**config.mk**
```make
export PLATFORM = sky130hd
export DESIGN_NAME = muldiv_top
export DESIGN_NICKNAME = d
export VERILOG_FILES = /design/src/hdl/muldiv_pkg.sv /design/src/hdl/muldiv_decode.sv /design/src/hdl/muldiv_div_iter.sv /design/src/hdl/muldiv_mul_iter.sv /design/src/hdl/muldiv_result.sv /design/src/hdl/muldiv_top.sv
export SDC_FILE = /design/constraint.sdc
export NUM_CORES = 2
export LEC_CHECK = 0
export ABC_AREA = 1
export BUFFER_PORTS_ARGS = -buffer_cell sky130_fd_sc_hd__buf_2
export CAP_MARGIN = 20
export CORE_MARGIN = 2
export CORE_UTILIZATION = 30
export CTS_BUF_LIST = sky130_fd_sc_hd__clkbuf_16
export DETAILED_ROUTE_END_ITERATION = 6
export HOLD_SLACK_MARGIN = 0.15
export PLACE_DENSITY = 0.42
export SETUP_SLACK_MARGIN = 0.05
export SYNTH_ARGS = -nofsm -noshare
export SYNTH_HDL_FRONTEND = slang
export SYNTH_SLANG_ARGS = --single-unit
```
**constraint.sdc**
```tcl
create_clock -name clk -period 18.5 [get_ports clk]
set_input_delay 3.7 -clock clk [delete_from_list [all_inputs] [get_ports clk]]
set_output_delay 3.7 -clock clk [all_outputs]
set_load 0.005 [all_outputs]
```
**src/hdl/muldiv_pkg.sv**
```systemverilog
package muldiv_pkg;

    // operand width and iteration control.
    localparam int xlen       = 64;
    localparam int iter_count = xlen;   // one bit per cycle.
    localparam int cnt_w      = 7;

    typedef logic [xlen-1:0]   word_t;
    typedef logic [2*xlen-1:0] dword_t;

    // encoded as the funct3 field of the M extension.
    typedef enum logic [2:0] {
        op_mul    = 3'd0,
        op_mulh   = 3'd1,
        op_mulhsu = 3'd2,
        op_mulhu  = 3'd3,
        op_div    = 3'd4,
        op_divu   = 3'd5,
        op_rem    = 3'd6,
        op_remu   = 3'd7
    } md_op_e;

endpackage

```
**src/hdl/muldiv_decode.sv**
```systemverilog
`timescale 1ns/10ps

module muldiv_decode (
    input  logic               clk,
    input  logic               rst,
    input  logic               start,
    input  logic               flush,
    input  muldiv_pkg::md_op_e op,
    input  muldiv_pkg::word_t  src_a,
    input  muldiv_pkg::word_t  src_b,
    input  logic               done,
    output logic               busy,
    output muldiv_pkg::md_op_e op_q,
    output logic               mul_go,
    output logic               div_go,
    output muldiv_pkg::word_t  mag_a,
    output muldiv_pkg::word_t  mag_b,
    output logic               neg_res,
    output logic               neg_rem
);
    import muldiv_pkg::*;

    logic busy_q;
    logic accept;
    logic is_div;
    logic signed_a;
    logic signed_b;
    logic neg_a;
    logic neg_b;

    // busy drops together with done so a new start can be taken that cycle.
    assign busy   = busy_q && !done;
    assign accept = start && !busy;

    always_comb begin
        signed_a = 1'b0;
        signed_b = 1'b0;
        case (op)
            op_mulh, op_div, op_rem: begin
                signed_a = 1'b1;
                signed_b = 1'b1;
            end
            op_mulhsu: signed_a = 1'b1;   // rs2 is unsigned.
            default: ;
        endcase
        is_div = op inside {op_div, op_divu, op_rem, op_remu};
        neg_a  = signed_a && src_a[xlen-1];
        neg_b  = signed_b && src_b[xlen-1];
    end

    always_ff @(posedge clk) begin
        if (rst || flush) begin
            busy_q <= 1'b0;
            mul_go <= 1'b0;
            div_go <= 1'b0;
        end else begin
            mul_go <= accept && !is_div;
            div_go <= accept && is_div;
            if (accept) begin
                busy_q <= 1'b1;
            end else if (done) begin
                busy_q <= 1'b0;
            end
        end
    end

    // operands stay put until the next accepted start.
    always_ff @(posedge clk) begin
        if (accept) begin
            op_q    <= op;
            mag_a   <= neg_a ? -src_a : src_a;
            mag_b   <= neg_b ? -src_b : src_b;
            neg_res <= neg_a ^ neg_b;
            neg_rem <= neg_a;   // remainder takes the dividend's sign.
        end
    end

endmodule

```
**src/hdl/muldiv_div_iter.sv**
```systemverilog
`timescale 1ns/10ps

module muldiv_div_iter (
    input  logic               clk,
    input  logic               rst,
    input  logic               flush,
    input  logic               div_go,
    input  muldiv_pkg::word_t  mag_a,
    input  muldiv_pkg::word_t  mag_b,
    input  logic               neg_res,
    input  logic               neg_rem,
    output logic               div_fin,
    output muldiv_pkg::word_t  quotient,
    output muldiv_pkg::word_t  remainder
);
    import muldiv_pkg::*;

    logic             running;
    logic [cnt_w-1:0] cnt;
    logic             last;
    logic             step;
    word_t            pr;        // partial remainder.
    word_t            dq;        // dividend bits out, quotient bits in.
    word_t            src_pr;
    word_t            src_dq;
    logic [xlen:0]    shifted;
    logic [xlen:0]    diff;
    logic             fits;

    assign last = running && (cnt == cnt_w'(iter_count));
    assign step = div_go || (running && !last);

    always_comb begin
        src_pr  = div_go ? '0 : pr;
        src_dq  = div_go ? mag_a : dq;
        shifted = {src_pr, src_dq[xlen-1]};
        diff    = shifted - {1'b0, mag_b};
        fits    = !diff[xlen];   // no borrow, keep the difference.
    end

    always_ff @(posedge clk) begin
        if (rst || flush) begin
            running <= 1'b0;
            cnt     <= '0;
            div_fin <= 1'b0;
        end else begin
            div_fin <= last;
            if (div_go) begin
                running <= 1'b1;
                cnt     <= cnt_w'(1);
            end else if (last) begin
                running <= 1'b0;
            end else if (running) begin
                cnt <= cnt + 1'b1;
            end
        end
    end

    always_ff @(posedge clk) begin
        if (step) begin
            pr <= fits ? diff[xlen-1:0] : shifted[xlen-1:0];
            dq <= {src_dq[xlen-2:0], fits};
        end
        if (last) begin
            // divide by zero leaves all ones, so the quotient sign is not applied.
            quotient  <= (neg_res && (mag_b != '0)) ? -dq : dq;
            remainder <= neg_rem ? -pr : pr;
        end
    end

endmodule

```
**src/hdl/muldiv_mul_iter.sv**
```systemverilog
`timescale 1ns/10ps

module muldiv_mul_iter (
    input  logic                clk,
    input  logic                rst,
    input  logic                flush,
    input  logic                mul_go,
    input  muldiv_pkg::word_t   mag_a,
    input  muldiv_pkg::word_t   mag_b,
    input  logic                neg_res,
    output logic                mul_fin,
    output muldiv_pkg::dword_t  product
);
    import muldiv_pkg::*;

    logic             running;
    logic [cnt_w-1:0] cnt;
    logic             last;
    logic             step;
    dword_t           mcand;
    word_t            mplier;
    dword_t           acc;
    dword_t           src_mcand;
    word_t            src_mplier;
    dword_t           src_acc;
    dword_t           sum;

    assign last = running && (cnt == cnt_w'(iter_count));
    assign step = mul_go || (running && !last);

    // first iteration works straight from the decode registers.
    always_comb begin
        src_mcand  = mul_go ? {{xlen{1'b0}}, mag_a} : mcand;
        src_mplier = mul_go ? mag_b : mplier;
        src_acc    = mul_go ? '0 : acc;
        sum        = src_acc + (src_mplier[0] ? src_mcand : '0);
    end

    always_ff @(posedge clk) begin
        if (rst || flush) begin
            running <= 1'b0;
            cnt     <= '0;
            mul_fin <= 1'b0;
        end else begin
            mul_fin <= last;
            if (mul_go) begin
                running <= 1'b1;
                cnt     <= cnt_w'(1);
            end else if (last) begin
                running <= 1'b0;
            end else if (running) begin
                cnt <= cnt + 1'b1;
            end
        end
    end

    always_ff @(posedge clk) begin
        if (step) begin
            acc    <= sum;
            mcand  <= src_mcand << 1;
            mplier <= src_mplier >> 1;
        end
        if (last) begin
            product <= neg_res ? -acc : acc;   // magnitudes only, sign fixed here.
        end
    end

endmodule

```
**src/hdl/muldiv_result.sv**
```systemverilog
`timescale 1ns/10ps

module muldiv_result (
    input  logic               clk,
    input  logic               rst,
    input  logic               flush,
    input  muldiv_pkg::md_op_e op_q,
    input  logic               mul_fin,
    input  muldiv_pkg::dword_t product,
    input  logic               div_fin,
    input  muldiv_pkg::word_t  quotient,
    input  muldiv_pkg::word_t  remainder,
    output logic               done,
    output muldiv_pkg::word_t  result
);
    import muldiv_pkg::*;

    logic  fin;
    word_t sel;

    assign fin = (mul_fin || div_fin) && !flush;

    always_comb begin
        case (op_q)
            op_mul:                      sel = product[xlen-1:0];
            op_mulh, op_mulhsu, op_mulhu: sel = product[2*xlen-1:xlen];
            op_div, op_divu:             sel = quotient;
            default:                     sel = remainder;
        endcase
    end

    always_ff @(posedge clk) begin
        if (rst) begin
            done   <= 1'b0;
            result <= '0;
        end else begin
            done <= fin;   // single cycle, the units pulse fin once.
            if (fin) begin
                result <= sel;
            end
        end
    end

endmodule

```
**src/hdl/muldiv_top.sv**
```systemverilog
`timescale 1ns/10ps

module muldiv_top (
    input  logic               clk,
    input  logic               rst,
    input  logic               start,
    input  logic               flush,
    input  muldiv_pkg::md_op_e op,
    input  muldiv_pkg::word_t  src_a,
    input  muldiv_pkg::word_t  src_b,
    output logic               busy,
    output logic               done,
    output muldiv_pkg::word_t  result
);
    import muldiv_pkg::*;

    md_op_e op_q;
    logic   mul_go;
    logic   div_go;
    word_t  mag_a;
    word_t  mag_b;
    logic   neg_res;
    logic   neg_rem;
    logic   mul_fin;
    logic   div_fin;
    dword_t product;
    word_t  quotient;
    word_t  remainder;

    muldiv_decode u_decode (
        .clk     (clk),
        .rst     (rst),
        .start   (start),
        .flush   (flush),
        .op      (op),
        .src_a   (src_a),
        .src_b   (src_b),
        .done    (done),
        .busy    (busy),
        .op_q    (op_q),
        .mul_go  (mul_go),
        .div_go  (div_go),
        .mag_a   (mag_a),
        .mag_b   (mag_b),
        .neg_res (neg_res),
        .neg_rem (neg_rem)
    );

    muldiv_mul_iter u_mul (
        .clk     (clk),
        .rst     (rst),
        .flush   (flush),
        .mul_go  (mul_go),
        .mag_a   (mag_a),
        .mag_b   (mag_b),
        .neg_res (neg_res),
        .mul_fin (mul_fin),
        .product (product)
    );

    muldiv_div_iter u_div (
        .clk       (clk),
        .rst       (rst),
        .flush     (flush),
        .div_go    (div_go),
        .mag_a     (mag_a),
        .mag_b     (mag_b),
        .neg_res   (neg_res),
        .neg_rem   (neg_rem),
        .div_fin   (div_fin),
        .quotient  (quotient),
        .remainder (remainder)
    );

    muldiv_result u_result (
        .clk       (clk),
        .rst       (rst),
        .flush     (flush),
        .op_q      (op_q),
        .mul_fin   (mul_fin),
        .product   (product),
        .div_fin   (div_fin),
        .quotient  (quotient),
        .remainder (remainder),
        .done      (done),
        .result    (result)
    );

endmodule

```
* Word-level counts from Yosys, hierarchy flattened
Index checks and enable logic that the tools add are counted.
Storage, ports and cells: logic and storage cells 122, flip-flop bits (word level) 921, bits of input ports 135
Operators by class: equal/unequal tests 15, mux-type cells 27, bitwise logic cells 3, reduce and logical (&&, ||, !) cells 41, $add $sub $neg 9
Operators with widths (count):
- 128-bit 2-to-1 mux | 4
- 64-bit 2-to-1 mux | 7
- 64-bit negator | 4
- 64-bit one-hot mux with 3 select lines | 1
- 128-bit adder | 1
- 128-bit negator | 1
- 65-bit by 64-bit subtractor with 65-bit output | 1
- 64-bit nonzero test | 1
- 63-bit 2-to-1 mux | 1
- 3-bit == test, second input constant | 6
- 7-bit by 1-bit adder with 7-bit output, second input constant | 2
- 7-bit == test, second input constant | 2
- 1-bit 2-to-1 mux | 14
- 1-bit logical AND | 12
- 2-bit nonzero test | 5
- 3-bit by 2-bit == test with 1-bit output, second input constant | 3
- 2-bit AND reduction | 4
- 1-bit zero test | 7
- 3-bit by 1-bit == test with 1-bit output, second input constant | 2
- 2-bit OR reduction | 3
- 3-bit OR reduction | 2
- 1-bit logical OR | 4
- 2-bit inequality test, second input constant | 2
- 4-bit nonzero test | 1
- other kinds (4) | 5

* Depth between registers and ports, before layout
depth in word-level cells 5, mapped depth 25

* By module
Synthesis repeated with hierarchy kept, for this count alone.
Unflattened totals: cell total of the unflattened synthesis 10509, area total of the unflattened synthesis 70730.3 um^2
By module, submodules not included:
- muldiv_mul_iter | cells each 5574, times used 1, area each 36498.8 um^2, sequential area each 13573.0 um^2
- muldiv_div_iter | cells each 3144, times used 1, area each 21053.9 um^2, sequential area each 7867.5 um^2
- muldiv_decode | cells each 1138, times used 1, area each 8647.0 um^2, sequential area each 4053.9 um^2
- muldiv_result | cells each 653, times used 1, area each 4530.6 um^2, sequential area each 1301.2 um^2

* Worst setup path after synthesis
No wires, ideal clock.
path kind input to register, start point input port start, end point register u_decode.div_go, arrival 9.851 ns, path buffers 0, required time 18.399 ns, library setup time 0.101 ns, stages on the path 4, slack 8.548 ns, cell sequence inv_1 -> nor2_1 -> inv_1 -> nor3_1
On the way: longest elaborated chain between the ends 2
RTL lines:
- from (decl) | RTL line muldiv_top.sv:6 | input logic start,
- 1-bit logical AND | RTL line muldiv_decode.sv:33 | assign accept = start && !busy;
- via u_decode.accept | RTL line muldiv_decode.sv:24 | logic accept;
- 1-bit logical AND | RTL line muldiv_decode.sv:58 | div_go <= accept && is_div;
- to (signal assigned) | RTL line muldiv_decode.sv:58
- to (decl) | RTL line muldiv_decode.sv:15 | output logic div_go,
The timed path passes the listed nets, and every way through them passes these cells. A chain may end at the register's enable or synchronous reset.

* Worst setup path after layout
start point register u_decode.mul_go, end point register u_mul.acc[125] (data pin)
On the way: longest elaborated chain between the ends 3, elaborated cells between the ends (all ways) 5, those cells by class add/sub (1); mux (4)
RTL lines:
- from (decl) | RTL line muldiv_decode.sv:14 | output logic mul_go,
- from (signal assigned) | RTL line muldiv_decode.sv:57 | mul_go <= accept && !is_div;
- 128-bit 2-to-1 mux / 63-bit 2-to-1 mux (equally long branches) | RTL line muldiv_mul_iter.sv:33, muldiv_mul_iter.sv:34
- 128-bit 2-to-1 mux | RTL line muldiv_mul_iter.sv:36 | sum = src_acc + (src_mplier[0] ? src_mcand : '0);
- 128-bit adder (*) | RTL line muldiv_mul_iter.sv:36
- via u_mul.sum[125] | RTL line muldiv_mul_iter.sv:26 | dword_t sum;
- to (signal assigned) | RTL line muldiv_mul_iter.sv:59 | acc <= sum;
- to (decl) | RTL line muldiv_mul_iter.sv:22 | dword_t acc;
Mark *: on every way through the listed nets, which the timed path passes. The rest lies on a longest branch.

==> impl_results.md <==
- Final Max Tran Viols: 0
- Hold slack: 0.469 ns
- Die X: 482 um
- Num CTS Buffers: 117
- Die Y: 482 um
- Slew HR: 0.189
- Ratio of cells with drive above 1 in the final layout: 0.0535
- CP arrival: 6.29 ns
- DRT antenna net count: 0
- Final Hold Viols: 0
- Max Cap Viol: 0
- Site Rows: 175
- CP Class: flop to flop
- Status: complete, but fails checks
- Post-route DRC: 3
- Sequential area share after synthesis: 0.391
- Hold_buf cts: 0
- Final min period: 5.79 ns
- Setup TNS: 0 ns
- Port Buffers: 200
- Total track usage: 0.299
- First-pass DRT Iterations: 7
- Number of synthesized flops with an enable pin: 835
- FMAX: 173 MHz
- Post-synthesis cell count: 10200
- RSZ-0062 raised after global routing: false
- Mapped Nets: 10500
- Synth warn: 0
- Largest net degree at the start of global routing: 144
- GR peak layer: met2
- Least-Margin Pin Slew: 1.20 ns
- Final Cycle Share: 0.313
- Sinks on the clock net: 921
- Post-synthesis cell area: 0.0685 mm^2
- Vias in the first global route: 63300
- Mean Syn Cell Area: 6.72 um^2
- HPWL after detailed placement: 299000 um
- Core Box Area: 0.227 mm^2
- RePlAce Congestion: 0.991
- Synth cell types: 47
- Setup bufs post-CTS: 0
- Antenna violations before repair: 40
- Crit. End Element: flop
- Avg WL per Cell: 26.3 um
- First-pass GRT wire length: 489000 um
- Clock tree buffer depth: 3
- CTS root buffer: clkbuf_16
- Htree depth: 3
- Total gr overflow: 0
- Main synth FF type: edfxtp_1
- Finished Core Util: 0.338
- Initial Utilization: 0.301
- Final WL: 355000 um
- Final net count: 10700
- CP required: 19.00 ns
- Peak VDD IR: 0.0883 mV
- Worst-path maximum fanout: 50
- Met3 GRT Util: 0.0431
- Initial DRC Count: 7361
- Yosys reg bits: 921
- Post-CTS sizing: 0
- Asr flop ratio synth: 0
- Failing checks: design-rule violations
- Dpl cells: 13300
- Hold WC Path Type: flop to flop
- Clock transition at the registers of the reported paths: 0.06 ns
- Clock skew: 0.0570 ns
- Pwr/cell area: 76.3 mW/mm^2
- Met1 Track Usage GR: 0.438
- Synth-to-layout area growth: 12.2%
- Pleak: 0.0368 uW
- Final setup fails: 0
- CTS tree: done
- Critical Path Source Type: flop
- Vias per cell: 4.99
- Post-Layout Cell Count: 13500
- Die area: 0.232 mm^2
- Clk_lat worst skew: 0.81 ns
- I/O Pins: 201
- Vias after detailed routing: 67300
- Met2 Track Usage GR: 0.459
-- metal layers --
layer  vias to the layer above  wire, um
met5                         -       147
met4                        20      9390
met3                       303     24800
met2                      2411    153000
met1                     32300    168000
li1                      32200         -
-- report_power, final --
group	total (uW)	internal [uW]	switching, uW
logic	1070	261	805
registers	2420	2360	60.7
clock network	2380	1340	1040
total	5870	3960	1910
-- cell usage in the layout (no fill, tap or decap), types with 50 or more instances in the layout --
cell / Yosys / final
nand2_1: 3746 / 3744
inv_1: 1827 / 1847
nor2_1: 1267 / 1260
edfxtp_1: 835 / 835
xor2_1: 402 / 402
nand3_1: 390 / 390
o21ai_0: 385 / 385
a21oi_1: 237 / 236
ha_1: 200 / 200
buf_2: 13 / 200
nand4_1: 185 / 185
clkbuf_16: 0 / 121
nor3_1: 118 / 118
dfxtp_1: 86 / 84
nand2_2: 69 / 68
a41oi_1: 64 / 64
buf_4: 1 / 50
-- stage by stage --
stage | total power (uW) | setup slack, ns | instance area (um^2)
3_3_place_gp | 3520 | 11.92 | 72900
6_report | 5870 | 12.71 | 76900
5_1_grt | 6080 | 12.63 | 76800
4_1_cts | 5910 | 12.90 | 76800
2_1_floorplan | 3050 | 8.55 | 68500
3_5_place_dp | 3510 | 12.01 | 72900
-- synthesized netlist by cell type (all sizes together), types with 2 or more instances --
| library cell | number | area (um^2) |
|---|---|---|
| a21boi | 2 | 15.0 |
| a21oi | 238 | 1190 |
| a31oi | 5 | 31.3 |
| a41oi | 64 | 561 |
| and2 | 13 | 83.8 |
| and3 | 12 | 75.1 |
| buf | 34 | 245 |
| clkbuf | 158 | 593 |
| dfxtp | 86 | 1720 |
| edfxtp | 835 | 25100 |
| fa | 2 | 40.0 |
| ha | 200 | 2500 |
| inv | 1841 | 6910 |
| nand2 | 3815 | 14500 |
| nand3 | 392 | 1970 |
| nand3b | 20 | 150 |
| nand4 | 185 | 1160 |
| nor2 | 1285 | 4900 |
| nor3 | 121 | 621 |
| nor3b | 6 | 45.0 |
| nor4 | 36 | 231 |
| o211ai | 3 | 22.5 |
| o21a | 3 | 22.5 |
| o21ai | 394 | 1980 |
| o21bai | 10 | 75.1 |
| o31ai | 10 | 75.1 |
| or2 | 11 | 68.8 |
| xnor2 | 10 | 87.6 |
| xor2 | 402 | 3520 |
-- worst max-delay path, stage by stage (launching register included) --
cell      delay (ns)
dfxtp_4         0.44
buf_4           0.36
buf_4           0.62
buf_4           0.66
nor2_1          0.20
ha_1            0.41
nand2_1         0.10
nor2_1          0.33
nand2_1         0.14
o21bai_1        0.18
nand2_1         0.34
nand2_1         0.10
nand2_1         0.18
nand2_1         0.15
nand2_1         0.56
nand2_1         0.27
nand3_1         0.14
nand2_1         0.10
-- path summary, 6_finish.rpt --
| path | startpoint | to | slack (ns) | cells past startpoint |
|---|---|---|---|---|
| hold reg to reg | u_mul.cnt[6] | u_mul.cnt[6] | 0.47 | 2 |
| setup / recovery | u_decode.mul_go | u_mul.acc[125] | 12.71 | 17 |
| hold / removal | u_mul.cnt[6] | u_mul.cnt[6] | 0.47 | 2 |
| setup reg to reg | u_decode.mul_go | u_mul.acc[125] | 12.71 | 17 |
-- registers in the layout (all words and copies together), names as in the netlist, 3 cells and up --
| name | count |
|---|---|
| u_decode.mag_a | 64 |
| u_decode.mag_b | 64 |
| u_decode.op_q | 3 |
| u_div.cnt | 7 |
| u_div.dq | 64 |
| u_div.pr | 64 |
| u_div.quotient | 64 |
| u_div.remainder | 64 |
| u_mul.acc | 128 |
| u_mul.cnt | 7 |
| u_mul.mcand | 127 |
| u_mul.mplier | 63 |
| u_mul.product | 128 |
| u_result.result | 64 |
-- area by class of cell --
cell class,instances,area (um^2)
Clock inverter,101,883
Tap cell,3009,3760
Antenna cell,11,27.5
Fill cell,25200,150000
Timing Repair Buffer,252,1400
Sequential cell,921,26800
Clock buffer,121,3030
Multi-Input combinational cell,7241,34000
Inverter,1842,6920
-- cells by family (layout without fill, tap and decap cells) --
kind of cell,after synthesis,count (layout),synth area share
xor+xnor,412,412,0.0527
flops,921,921,0.391
compound gates,731,731,0.0583
simple gates,5896,5896,0.347
buf+inv,2034,2316,0.113
fa+ha+maj,202,202,0.0371
other cells,0,11,0
(Power assumes the default switching activity.)
